==> config.mk <==
export PLATFORM = sky130hd
export DESIGN_NAME = segre_dcache
export DESIGN_NICKNAME = d
export VERILOG_FILES = /design/src/verilog/segre_pkg.sv /design/src/verilog/segre_sb_drain_if.sv /design/src/verilog/segre_cache_ctrl.sv /design/src/verilog/segre_cache_data.sv /design/src/verilog/segre_cache_tags.sv /design/src/verilog/segre_dcache.sv /design/src/verilog/segre_store_buffer.sv
export SDC_FILE = /design/constraint.sdc
export NUM_CORES = 2
export LEC_CHECK = 0
export CELL_PAD_IN_SITES_DETAIL_PLACEMENT = 0
export CELL_PAD_IN_SITES_GLOBAL_PLACEMENT = 2
export CORE_MARGIN = 5
export CORE_UTILIZATION = 35
export CTS_BUF_LIST = sky130_fd_sc_hd__clkbuf_16
export DETAILED_ROUTE_END_ITERATION = 8
export DONT_BUFFER_PORTS = 1
export GPL_TIMING_DRIVEN = 0
export PLACE_DENSITY_LB_ADDON = 0.12
export SYNTH_ARGS = -nofsm -noshare
export SYNTH_HDL_FRONTEND = slang
export SYNTH_SLANG_ARGS = --single-unit
==> constraint.sdc <==
create_clock -name clk_i -period 7.96 [get_ports clk_i]
set_input_delay 0.796 -clock clk_i [delete_from_list [all_inputs] [get_ports clk_i]]
set_output_delay 0.796 -clock clk_i [all_outputs]
set_load 0.02 [all_outputs]
==> src/verilog/segre_pkg.sv <==
`default_nettype none

package segre_pkg;

    ////////////////////////////////////////
    // sizes
    ////////////////////////////////////////

    // address and data width
    localparam int WORD_SIZE   = 32;

    // geometry: 4 lines of 16 bytes, direct mapped
    localparam int LINE_BYTES  = 16;
    localparam int NUM_LINES   = 4;
    localparam int OFFSET_BITS = 4;
    localparam int INDEX_BITS  = 2;
    localparam int TAG_BITS    = WORD_SIZE - INDEX_BITS - OFFSET_BITS;

    // store buffer depth
    localparam int SB_ENTRIES  = 2;

    ////////////////////////////////////////
    // types
    ////////////////////////////////////////

    typedef enum logic [1:0] {
        BYTE,
        HALF,
        WORD
    } memop_data_type_e;

    typedef struct packed {
        logic [TAG_BITS-1:0]    tag;
        logic [INDEX_BITS-1:0]  index;
        logic [OFFSET_BITS-1:0] offset;
    } cache_addr_fields_t;

    // same address word, seen raw or split into tag/index/offset
    typedef union packed {
        logic [WORD_SIZE-1:0] raw;
        cache_addr_fields_t   fields;
    } cache_addr_u;

    typedef logic [LINE_BYTES-1:0][7:0] cache_line_t;

    typedef enum logic [1:0] {
        LOOKUP,
        WRITEBACK,
        FILL
    } ctrl_state_e;

endpackage : segre_pkg

`default_nettype wire

==> src/verilog/segre_sb_drain_if.sv <==
`default_nettype none

// one store leaving the store buffer per cycle
interface segre_sb_drain_if;

    logic                              valid;
    segre_pkg::cache_addr_u            addr;
    logic [segre_pkg::WORD_SIZE-1:0]   data;
    segre_pkg::memop_data_type_e       data_type;

    modport source (output valid, addr, data, data_type);

    // data array merges the store bytes into the line
    modport array (input valid, addr, data, data_type);

    // controller only needs the index to mark the line dirty
    modport ctrl (input valid, addr);

endinterface : segre_sb_drain_if

`default_nettype wire

==> src/verilog/segre_cache_ctrl.sv <==
`default_nettype none

module segre_cache_ctrl (
    input  logic                              clk_i,
    input  logic                              rsn_i,
    input  logic                              rd_i,
    input  logic                              wr_i,
    input  segre_pkg::cache_addr_u            addr_i,
    input  logic                              tag_match_i,
    input  logic [segre_pkg::TAG_BITS-1:0]    stored_tag_i,
    input  logic                              sb_load_match_i,
    input  logic                              sb_full_i,
    input  logic                              sb_empty_i,
    segre_sb_drain_if.ctrl                    drain,
    input  logic                              rcvd_mem_request_i,
    output logic                              fill_en_o,
    output logic                              sb_push_o,
    output logic                              is_hit_o,
    output logic                              is_busy_o,
    output logic                              rd_o,
    output logic                              wr_o,
    output logic [segre_pkg::WORD_SIZE-1:0]   mem_addr_o,
    output logic [segre_pkg::WORD_SIZE-1:0]   writeback_addr_o
);

    segre_pkg::ctrl_state_e state;
    segre_pkg::ctrl_state_e next_state;

    logic [segre_pkg::NUM_LINES-1:0]   valid_bits;
    logic [segre_pkg::NUM_LINES-1:0]   dirty_bits;
    logic [segre_pkg::INDEX_BITS-1:0]  idx;
    logic                              in_lookup;
    logic                              line_hit;
    logic                              load_hit;
    logic                              store_hit;
    logic                              miss_start;

    assign idx       = addr_i.fields.index;
    assign in_lookup = (state == segre_pkg::LOOKUP);
    assign line_hit  = valid_bits[idx] && tag_match_i;

    ////////////////////////////////////////
    // hit / miss decision
    ////////////////////////////////////////

    // load waits while a store to the same word is still buffered
    assign load_hit  = rd_i && in_lookup && line_hit && !sb_load_match_i;
    assign store_hit = wr_i && in_lookup && line_hit && !sb_full_i;

    assign is_hit_o  = load_hit || store_hit;
    assign sb_push_o = store_hit;

    // an empty buffer guarantees no pending store targets the victim
    assign miss_start = (rd_i || wr_i) && in_lookup && !line_hit && sb_empty_i;

    ////////////////////////////////////////
    // miss FSM
    ////////////////////////////////////////

    always_comb begin
        next_state = state;
        case (state)
            segre_pkg::LOOKUP: begin
                if (miss_start) begin
                    if (valid_bits[idx] && dirty_bits[idx]) begin
                        next_state = segre_pkg::WRITEBACK;
                    end
                    else begin
                        next_state = segre_pkg::FILL;
                    end
                end
            end
            segre_pkg::WRITEBACK: begin
                if (rcvd_mem_request_i) begin
                    next_state = segre_pkg::FILL;
                end
            end
            segre_pkg::FILL: begin
                if (rcvd_mem_request_i) begin
                    next_state = segre_pkg::LOOKUP;
                end
            end
            default: next_state = segre_pkg::LOOKUP;
        endcase
    end

    always_ff @(posedge clk_i, negedge rsn_i) begin
        if (!rsn_i) begin
            state <= segre_pkg::LOOKUP;
        end
        else begin
            state <= next_state;
        end
    end

    // line data arrives in the rcvd cycle of the fill
    assign fill_en_o = (state == segre_pkg::FILL) && rcvd_mem_request_i;

    always_ff @(posedge clk_i, negedge rsn_i) begin
        if (!rsn_i) begin
            valid_bits <= '0;
            dirty_bits <= '0;
        end
        else begin
            if (drain.valid) begin
                dirty_bits[drain.addr.fields.index] <= 1'b1;
            end
            if (fill_en_o) begin
                valid_bits[idx] <= 1'b1;
                dirty_bits[idx] <= 1'b0;
            end
        end
    end

    ////////////////////////////////////////
    // memory side
    ////////////////////////////////////////

    // level requests, held by the state until rcvd
    assign rd_o      = (state == segre_pkg::FILL);
    assign wr_o      = (state == segre_pkg::WRITEBACK);
    assign is_busy_o = !in_lookup;

    assign mem_addr_o = {addr_i.fields.tag, idx, {segre_pkg::OFFSET_BITS{1'b0}}};

    // tag array only changes on a fill, so this stays stable in WRITEBACK
    assign writeback_addr_o = {stored_tag_i, idx, {segre_pkg::OFFSET_BITS{1'b0}}};

endmodule : segre_cache_ctrl

`default_nettype wire

==> src/verilog/segre_cache_data.sv <==
`default_nettype none

module segre_cache_data (
    input  logic                              clk_i,
    input  logic                              rsn_i,
    input  segre_pkg::cache_addr_u            lookup_addr_i,
    input  segre_pkg::memop_data_type_e       data_type_i,
    input  logic                              fill_en_i,
    input  segre_pkg::cache_line_t            from_mem_line_i,
    segre_sb_drain_if.array                   drain,
    output logic [segre_pkg::WORD_SIZE-1:0]   data_o,
    output segre_pkg::cache_line_t            victim_line_o
);

    segre_pkg::cache_line_t                lines [segre_pkg::NUM_LINES];
    segre_pkg::cache_line_t                cur_line;
    segre_pkg::cache_line_t                drain_line;
    logic [segre_pkg::LINE_BYTES-1:0]      drain_be;
    logic [segre_pkg::OFFSET_BITS-1:0]     off;
    logic [segre_pkg::OFFSET_BITS-1:0]     drain_off;

    assign cur_line      = lines[lookup_addr_i.fields.index];
    assign off           = lookup_addr_i.fields.offset;
    assign drain_off     = drain.addr.fields.offset;
    assign victim_line_o = cur_line;

    ////////////////////////////////////////
    // read path, zero extended
    ////////////////////////////////////////

    always_comb begin
        data_o = '0;
        case (data_type_i)
            segre_pkg::BYTE: data_o[7:0] = cur_line[off];
            segre_pkg::HALF: data_o[15:0] = {cur_line[{off[3:1], 1'b1}],
                                             cur_line[{off[3:1], 1'b0}]};
            default: data_o = {cur_line[{off[3:2], 2'b11}], cur_line[{off[3:2], 2'b10}],
                               cur_line[{off[3:2], 2'b01}], cur_line[{off[3:2], 2'b00}]};
        endcase
    end

    ////////////////////////////////////////
    // drain merge
    ////////////////////////////////////////

    // store data replicated across the line, enables pick the lanes
    always_comb begin
        for (int b = 0; b < segre_pkg::LINE_BYTES; b++) begin
            case (drain.data_type)
                segre_pkg::BYTE: begin
                    drain_line[b] = drain.data[7:0];
                    drain_be[b]   = (b == int'(drain_off));
                end
                segre_pkg::HALF: begin
                    drain_line[b] = drain.data[(b % 2)*8 +: 8];
                    drain_be[b]   = ((b >> 1) == int'(drain_off >> 1));
                end
                default: begin
                    drain_line[b] = drain.data[(b % 4)*8 +: 8];
                    drain_be[b]   = ((b >> 2) == int'(drain_off >> 2));
                end
            endcase
        end
    end

    // fill and drain never overlap, a fill waits for an empty buffer
    always_ff @(posedge clk_i, negedge rsn_i) begin
        if (!rsn_i) begin
            for (int i = 0; i < segre_pkg::NUM_LINES; i++) begin
                lines[i] <= '0;
            end
        end
        else begin
            if (fill_en_i) begin
                lines[lookup_addr_i.fields.index] <= from_mem_line_i;
            end
            if (drain.valid) begin
                for (int b = 0; b < segre_pkg::LINE_BYTES; b++) begin
                    if (drain_be[b]) begin
                        lines[drain.addr.fields.index][b] <= drain_line[b];
                    end
                end
            end
        end
    end

endmodule : segre_cache_data

`default_nettype wire

==> src/verilog/segre_cache_tags.sv <==
`default_nettype none

module segre_cache_tags (
    input  logic                             clk_i,
    input  logic                             rsn_i,
    input  segre_pkg::cache_addr_u           lookup_addr_i,
    input  logic                             fill_en_i,
    output logic                             tag_match_o,
    output logic [segre_pkg::TAG_BITS-1:0]   stored_tag_o
);

    logic [segre_pkg::TAG_BITS-1:0] tag_mem [segre_pkg::NUM_LINES];

    // the tag is written together with the fill of the line
    always_ff @(posedge clk_i, negedge rsn_i) begin
        if (!rsn_i) begin
            for (int i = 0; i < segre_pkg::NUM_LINES; i++) begin
                tag_mem[i] <= '0;
            end
        end
        else if (fill_en_i) begin
            tag_mem[lookup_addr_i.fields.index] <= lookup_addr_i.fields.tag;
        end
    end

    // stored tag also feeds the writeback address
    assign stored_tag_o = tag_mem[lookup_addr_i.fields.index];
    assign tag_match_o  = (stored_tag_o == lookup_addr_i.fields.tag);

endmodule : segre_cache_tags

`default_nettype wire

==> src/verilog/segre_dcache.sv <==
`default_nettype none

module segre_dcache (
    input  logic                              clk_i,
    input  logic                              rsn_i,
    input  logic                              rd_i,
    input  logic                              wr_i,
    input  segre_pkg::memop_data_type_e       data_type_i,
    input  logic [segre_pkg::WORD_SIZE-1:0]   addr_i,
    input  logic [segre_pkg::WORD_SIZE-1:0]   data_i,
    input  logic                              rcvd_mem_request_i,
    input  segre_pkg::cache_line_t            from_mem_line_i,
    output logic                              is_hit_o,
    output logic                              is_busy_o,
    output logic                              rd_o,
    output logic                              wr_o,
    output logic [segre_pkg::WORD_SIZE-1:0]   data_o,
    output logic [segre_pkg::WORD_SIZE-1:0]   mem_addr_o,
    output logic [segre_pkg::WORD_SIZE-1:0]   writeback_addr_o,
    output segre_pkg::cache_line_t            to_mem_line_o
);

    logic                              fill_en;
    logic                              sb_push;
    logic                              tag_match;
    logic [segre_pkg::TAG_BITS-1:0]    stored_tag;
    logic                              sb_load_match;
    logic                              sb_full;
    logic                              sb_empty;

    segre_sb_drain_if drain_if ();

    ////////////////////////////////////////
    // blocks
    ////////////////////////////////////////

    segre_cache_ctrl u_ctrl (
        .clk_i              (clk_i),
        .rsn_i              (rsn_i),
        .rd_i               (rd_i),
        .wr_i               (wr_i),
        .addr_i             (addr_i),
        .tag_match_i        (tag_match),
        .stored_tag_i       (stored_tag),
        .sb_load_match_i    (sb_load_match),
        .sb_full_i          (sb_full),
        .sb_empty_i         (sb_empty),
        .drain              (drain_if.ctrl),
        .rcvd_mem_request_i (rcvd_mem_request_i),
        .fill_en_o          (fill_en),
        .sb_push_o          (sb_push),
        .is_hit_o           (is_hit_o),
        .is_busy_o          (is_busy_o),
        .rd_o               (rd_o),
        .wr_o               (wr_o),
        .mem_addr_o         (mem_addr_o),
        .writeback_addr_o   (writeback_addr_o)
    );

    segre_cache_tags u_tags (
        .clk_i         (clk_i),
        .rsn_i         (rsn_i),
        .lookup_addr_i (addr_i),
        .fill_en_i     (fill_en),
        .tag_match_o   (tag_match),
        .stored_tag_o  (stored_tag)
    );

    segre_cache_data u_data (
        .clk_i           (clk_i),
        .rsn_i           (rsn_i),
        .lookup_addr_i   (addr_i),
        .data_type_i     (data_type_i),
        .fill_en_i       (fill_en),
        .from_mem_line_i (from_mem_line_i),
        .drain           (drain_if.array),
        .data_o          (data_o),
        .victim_line_o   (to_mem_line_o)
    );

    segre_store_buffer u_sb (
        .clk_i        (clk_i),
        .rsn_i        (rsn_i),
        .push_i       (sb_push),
        .addr_i       (addr_i),
        .data_i       (data_i),
        .data_type_i  (data_type_i),
        .load_match_o (sb_load_match),
        .full_o       (sb_full),
        .empty_o      (sb_empty),
        .drain        (drain_if.source)
    );

endmodule : segre_dcache

`default_nettype wire

==> src/verilog/segre_store_buffer.sv <==
`default_nettype none

module segre_store_buffer (
    input  logic                              clk_i,
    input  logic                              rsn_i,
    input  logic                              push_i,
    input  segre_pkg::cache_addr_u            addr_i,
    input  logic [segre_pkg::WORD_SIZE-1:0]   data_i,
    input  segre_pkg::memop_data_type_e       data_type_i,
    output logic                              load_match_o,
    output logic                              full_o,
    output logic                              empty_o,
    segre_sb_drain_if.source                  drain
);

    segre_pkg::cache_addr_u            sb_addr  [segre_pkg::SB_ENTRIES];
    logic [segre_pkg::WORD_SIZE-1:0]   sb_data  [segre_pkg::SB_ENTRIES];
    segre_pkg::memop_data_type_e       sb_dtype [segre_pkg::SB_ENTRIES];
    logic [segre_pkg::SB_ENTRIES-1:0]  sb_valid;
    logic [segre_pkg::SB_ENTRIES-1:0]  match_vec;

    logic [$clog2(segre_pkg::SB_ENTRIES)-1:0] wr_ptr;
    logic [$clog2(segre_pkg::SB_ENTRIES)-1:0] rd_ptr;

    assign full_o  = &sb_valid;
    assign empty_o = ~|sb_valid;

    ////////////////////////////////////////
    // control
    ////////////////////////////////////////

    // oldest entry leaves every cycle the buffer holds something;
    // push never hits a full slot and pop never an empty one
    always_ff @(posedge clk_i, negedge rsn_i) begin
        if (!rsn_i) begin
            sb_valid <= '0;
            wr_ptr   <= '0;
            rd_ptr   <= '0;
        end
        else begin
            if (!empty_o) begin
                sb_valid[rd_ptr] <= 1'b0;
                rd_ptr           <= rd_ptr + 1'b1;
            end
            if (push_i) begin
                sb_valid[wr_ptr] <= 1'b1;
                wr_ptr           <= wr_ptr + 1'b1;
            end
        end
    end

    // payload
    always_ff @(posedge clk_i) begin
        if (push_i) begin
            sb_addr[wr_ptr]  <= addr_i;
            sb_data[wr_ptr]  <= data_i;
            sb_dtype[wr_ptr] <= data_type_i;
        end
    end

    assign drain.valid     = !empty_o;
    assign drain.addr      = sb_addr[rd_ptr];
    assign drain.data      = sb_data[rd_ptr];
    assign drain.data_type = sb_dtype[rd_ptr];

    // word granularity, any store in the same word blocks the load
    always_comb begin
        for (int i = 0; i < segre_pkg::SB_ENTRIES; i++) begin
            match_vec[i] = sb_valid[i] &&
                (sb_addr[i].raw[segre_pkg::WORD_SIZE-1:2] ==
                 addr_i.raw[segre_pkg::WORD_SIZE-1:2]);
        end
    end

    assign load_match_o = |match_vec;

endmodule : segre_store_buffer

`default_nettype wire
# Word level (Yosys, flattened, before mapping)
# Memory sizes are Yosys's and may differ from the RTL's.
# Index checks and enable logic that the tools add are counted.
[classes] n_eq_ne=35 n_reduce_logical=39 n_addsub=2 muxes=152 magnitude_cmp=19 n_bitwise=9
[op_table] op="$mux W512" count=33
[op_table] op="$bwmux W512" count=17
[op_table] op="$demux W128 S2" count=17
[op_table] op="$mux W128" count=4
[op_table] op="$bmux W128 S2" count=1
[op_table] op="$mux W120" count=1
[op_table] op="$mux W112" count=1
[op_table] op="$bwmux W104" count=1
[op_table] op="$mux W104" count=1
[op_table] op="$mux W96" count=1
[op_table] op="$mux W88" count=1
[op_table] op="$mux W8" count=10
[op_table] op="$mux W80" count=1
[op_table] op="$mux W26" count=3
[op_table] op="$mux W72" count=1
[op_table] op="$bmux W8 S2" count=4
[op_table] op="$logic_not A32 Y1" count=2
[op_table] op="$mux W64" count=1
[op_table] op="$eq A30 B30 Y1" count=2
[op_table] op="$mux W56" count=1
[op_table] op="$bmux W26 S2" count=1
[op_table] op="$demux W26 S2" count=1
[op_table] op="$bmux W8 S3" count=2
[op_table] op="$mux W48" count=1
[op_table] op="50 further kinds" count=148
[totals] wordCells=333 input_bits=199 mem_bits_rw=132 ff_bits=630 output_inout_bits=228 memories=3
[mem_list] memory="u_sb.sb_addr" words=2 word_bits=32 rd=3 rd_ports_with_merged_regs=0 write_ports=1 line="segre_store_buffer.sv:16" source="segre_pkg::cache_addr_u sb_addr [segre_pkg::SB_ENTRIES];"
[mem_list] memory="u_sb.sb_data" words=2 word_bits=32 rd=1 rd_ports_with_merged_regs=0 write_ports=1 line="segre_store_buffer.sv:17" source="logic [segre_pkg::WORD_SIZE-1:0] sb_data [segre_pkg::SB_ENTRIES];"
[mem_list] memory="u_sb.sb_dtype" words=2 word_bits=2 rd=1 rd_ports_with_merged_regs=0 write_ports=1 line="segre_store_buffer.sv:18" source="segre_pkg::memop_data_type_e sb_dtype [segre_pkg::SB_ENTRIES];"

# Logic depth before layout (Yosys ltp)
[logic_depth] ltp_word=55 ltp_mapped=11 mapped_depth_nobuf=7

# Modules after synthesis
# A second synthesis with hierarchy kept.
[unflattened] cells_unflattened=3503 area_unflattened_um2=42215.5
[by_module_without_submodules] mod="segre_cache_data" n_inst=1 cells_each=2800 seq_area_each_um2=12812.3 area_each_um2=30870.9
[by_module_without_submodules] mod="segre_store_buffer" n_inst=1 cells_each=301 seq_area_each_um2=4063.9 area_each_um2=5565.3
[by_module_without_submodules] mod="segre_cache_tags" n_inst=1 cells_each=287 seq_area_each_um2=2602.5 area_each_um2=4749.6
[by_module_without_submodules] mod="segre_cache_ctrl" n_inst=1 cells_each=115 seq_area_each_um2=250.2 area_each_um2=1029.7

# Worst setup path before layout
# OpenSTA, ideal clock, no wires.
[synth_path] kind="in2reg" start="input addr_i[5] (netlist bit)" end="memory u_sb.sb_addr[0][0] (netlist bit), enable pin" required_ns=7.431 cell_stages=7 setup_time_ns=0.529 path_slack_ns=1.371 arrival_time_ns=6.059 n_path_buf=2 path_cell_list="buf_2 buf_2 mux4_2 xor2_1 nor4_4 o2111ai_4 nor4_2"
[synth_between] elab_chain_len=10 elab_cells_between_ends=12 cone_classes="eq/ne (1); mux (7); bitwise (1); reduce/logical (3)"
[synth_rtl] element="from (decl)" line="segre_dcache.sv:9" source="input logic [segre_pkg::WORD_SIZE-1:0] addr_i,"
[synth_rtl] element="$not A2 Y3 (not written as such)" line="segre_cache_tags.sv:27" source="assign stored_tag_o = tag_mem[lookup_addr_i.fields.index];"
[synth_rtl] element="$bmux W26 S2" line="segre_cache_tags.sv:27"
[synth_rtl] element="$mux W26 (not written as such) (2 in series)" line="segre_cache_tags.sv:27"
[synth_rtl] element="net writeback_addr_o (one bit)" line="segre_dcache.sv:19" source="output logic [segre_pkg::WORD_SIZE-1:0] writeback_addr_o,"
[synth_rtl] element="$eq A26 B26 Y1" line="segre_cache_tags.sv:28" source="assign tag_match_o = (stored_tag_o == lookup_addr_i.fields.tag);"
[synth_rtl] element="$logic_and A1 B1 Y1" line="segre_cache_ctrl.sv:40" source="assign line_hit = valid_bits[idx] && tag_match_i;"
[synth_rtl] element="$logic_and A1 B1 Y1 (2 in series)" line="segre_cache_ctrl.sv:48" source="assign store_hit = wr_i && in_lookup && line_hit && !sb_full_i;"
[synth_rtl] element="$mux W1" line="segre_store_buffer.sv:54" source="if (push_i) begin"
[synth_rtl] element="$mux W1 (not written as such)" line="segre_store_buffer.sv:55" source="sb_addr[wr_ptr] <= addr_i;"
[synth_rtl] element="to (decl)" line="segre_store_buffer.sv:16"
# The timed path passes the listed nets, and every way through them passes these cells. The select of a mux whose other input is x is not followed.

==> impl_metrics.py <==
metrics = {
    "status": {
        "run_status": "finished, final reports clean",
    },
    "clock_network": {
        "clock_tree.buffer_depth": 3,
        "cts_root_buf": "clkbuf_16",
        "cts_inserted_buffers": 93,
        "worstSkewPairLatency_ns": 0.70,
        "cts.sink_count": 762,
        "cts-resized-gates": 0,
        "post-cts-setup-buffers": 0,
        "clkSlewWorstSetupHoldPaths_ns": 0.06,
        "htreeDepth": 3,
        "tritoncts": "yes",
    },
    "critical_path": {
        "cp_data_required_time_ns": 7.16,
        "critPathLaunchType": "primary input",
        "critical_path.max_stage_delay_ns": 0.77,
        "crit_arrival_ns": 4.28,
        "critPathSlowestCell": "a21oi_1",
        "worstSetupEndpointType": "primary output",
        "cp-endpoint": "data_o[4]",
        "path_delay_family": "buffers and inverters",
        "rr_startpoint": "u_ctrl.state[1]",
        "path_buf_inv": 3,
        "critical-path-top-cell-by-count": "buf_2",
        "crit_chain": "buf_2, buf_2, buf_2, mux4_2, mux4_2, mux2i_1, nand2_1, o21ai_1, a21oi_1",
        "rr_worst_depth": 7,
        "cp_max_fo": 10,
        "critical_path_depth": 9,
        "timing.setup.critical_path_class": "in2out",
        "regToRegSetupSlack_ns": 4.06,
        "crit-reg2reg-capture": "u_data.lines[397]",
        "critPathLaunch": "addr_i[5]",
    },
    "timing": {
        "slew-limit-headroom_pct": 11.6,
        "fin_setup_tns_ns": 0,
        "finalClockSkew_ns": 0.0459,
        "fin_hold_ws_ns": 0.0529,
        "max_freq_ghz": 0.197,
        "final_critical_path_setup_slack_ns": 2.88,
        "setup_viol": 0,
        "post-route-min-period_ns": 5.08,
        "drv_slew": 0,
        "period_share_pct": 63.8,
        "final_hold_viol_count": 0,
        "max_slew.worst_pin.slew_ns": 1.33,
        "grt_setup_unrepaired": "false",
    },
    "finish": {
        "layout.cell_area.non_filler_um2": 45900,
        "finalCoreUtilization_pct": 39.7,
        "stdcell_count": 5262,
        "final_net_count": 3844,
        "proportion_of_layout_cells_with_a_drive_suffix_above_1_pct": 18.0,
        "syn_to_final_growth_pct": 13.0,
        "filler_cell_count": 11200,
    },
    "hold_path": {
        "timing.hold.worst.class": "in2async",
    },
    "detailed_routing": {
        "post-route-drc-count": 0,
        "routed_wirelength_um": 185000,
        "antenna_left": 0,
        "number_of_detailed_route_iterations_in_the_first_pass": 6,
        "detailroute.via_count": 30700,
        "drt_iter0_markers": 2847,
        "post_drt_wl_per_cell_um": 35.1,
        "via_count_normalized_by_instance_count": 5.83,
    },
    "placement": {
        "placement.setup.worst_slack_ns": 2.68,
        "io_buffers": 0,
        "place.gp.congestion": 0.912,
        "placed_cells_incl_taps": 5070,
        "post_dp_cell_area_um2": 42800,
        "hpwl_detailed_um": 136000,
    },
    "synth": {
        "async_flop_share_pct": 82.7,
        "yosys-top-cells-area": "dfrtp_1 39%, mux2i_1 15%, mux4_2 11%, edfxtp_1 9.7%, mux2_2 3.8%",
        "synth.distinct_cells": 58,
        "ys_seq_elements": 762,
        "yosysSeqAreaShare_pct": 48.5,
        "netlist.top_cell.by_area": "dfrtp_1",
        "synth-edff-count": 132,
        "synth_commonest_cells": "630 x dfrtp_1, 589 x mux2i_1, 355 x nand2_1, 325 x nor2_1, 270 x a21oi_1",
        "synth.cell_area_um2": 40700,
        "synth_cells": 3522,
        "synth-warning-count": 0,
        "synth_most_common_cell": "dfrtp_1",
        "syn_area_per_cell_um2": 11.5,
        "yosys.area.top_type_share_pct": 38.8,
        "postSynth.topFlopCell": "dfrtp_1",
    },
    "pwr": {
        "total_power_mw": 14.2,
        "cellLeakagePower_nw": 18.5,
        "vdd_ir_drop_max_mv": 0.206,
        "p_per_area_nw_per_um2": 308,
    },
    "global_route": {
        "overall_track_demand_over_capacity_in_global_routing_pct": 29.4,
        "number_of_antenna_violations_at_the_first_check_in_global_routing": 25,
        "vias_in_the_first_global_route": 31600,
        "grt_max_degree": 631,
        "globalRoute.totalOverflow": 0,
        "grt_pass1_wl_um": 254000,
    },
    "run": {
        "drv_cap": 0,
    },
    "floorplanning": {
        "die_width_um": 351,
        "pin_count": 427,
        "design.die.area_um2": 123000,
        "std_cell_rows": 125,
        "coreArea_um2": 116000,
        "initial_core_util_pct": 35.1,
        "die_span_y_um": 351,
    },
}
==> flip-flops by register name (all words and copies together) (netlist names) <==
name	flops
u_sb.wr_ptr	1
u_ctrl.valid_bits	4
u_ctrl.state	2
u_sb.sb_addr	64
u_sb.sb_dtype	4
u_sb.sb_valid	2
u_sb.rd_ptr	1
u_ctrl.dirty_bits	4
u_sb.sb_data	64
u_tags.tag_mem	104
u_data.lines	512
==> kinds of logic after synthesis <==
logic type                after synthesis  share of synthesized area, %
and+or+nand+nor                       772                          7.81
AOI/OAI and AO/OA                     653                          8.60
muxes                                 925                          29.3
other                                   1                       0.00922
xor gates and xnor gates               86                          1.85
DFF                                   762                          48.5
buffers and inverters                 323                          3.90
==> layer usage <==
layer	up-vias	wire length, um	GRT usage [%]
li1	13000	-	-
met1	15900	72400	36.5
met2	1392	83400	46.0
met3	344	19700	11.5
met4	16	8970	11.9
met5	-	115	0
==> power by group <==
| part | internal, mW | total [mW] | leakage [nW] | switching [mW] |
|---|---|---|---|---|
| sequential | 5.09 | 5.69 | 8.36 | 0.599 |
| combinational | 1.63 | 4.28 | 8.64 | 2.65 |
| clock | 2.39 | 4.20 | 1.52 | 1.81 |
| total | 9.11 | 14.2 | 18.5 | 5.06 |
==> worst register-to-register path, stage by stage (launching register included) <==
cell and delay [ns]:
dfrtp_1 0.40, nor2b_1 0.71, nand2_1 0.22, nor3_1 0.44, clkbuf_1 0.97, buf_2 0.63
mux2i_1 0.27, o21ai_0 0.10
==> worst min-delay path by stage <==
stage	startpoint	end	cells past startpoint	slack [ns]
5_1_grt	rsn_i	u_data.lines[439]	1	0.12
2_1_floorplan	u_ctrl.valid_bits[3]	u_ctrl.valid_bits[3]	1	0.43
3_5_place_dp	u_ctrl.valid_bits[3]	u_ctrl.valid_bits[3]	1	0.45
3_3_place_gp	u_ctrl.valid_bits[0]	u_ctrl.valid_bits[0]	1	0.45
6_report	rsn_i	u_data.lines[64]	1	0.05
4_1_cts	rsn_i	u_data.lines[167]	0	-0.17
==> placed cells by master, fill, tap and decap left out, drive strengths merged, types with 132 or more instances in the layout <==
| master | instances |
|---|---|
| a21oi | 278 |
| buf | 189 |
| clkbuf | 241 |
| dfrtp | 630 |
| edfxtp | 132 |
| mux2 | 138 |
| mux2i | 589 |
| mux4 | 198 |
| nand2 | 355 |
| nor2 | 325 |
| o21ai | 307 |
==> cell type report <==
type,instances,area [um^2],share of cell area (%)
Inverter,7,26.3,0.0572
Buffer,316,1560,3.40
Antenna cell,17,42.5,0.0926
Timing Repair Buffer,21,320,0.697
Clock buffer,93,2330,5.07
Clock inverter,78,623,1.36
Sequential cell,762,19700,42.9
Multi-Input combinational cell,2444,19400,42.2
Tap cell,1524,1910,4.15
Power figures use the tool's default switching activity.
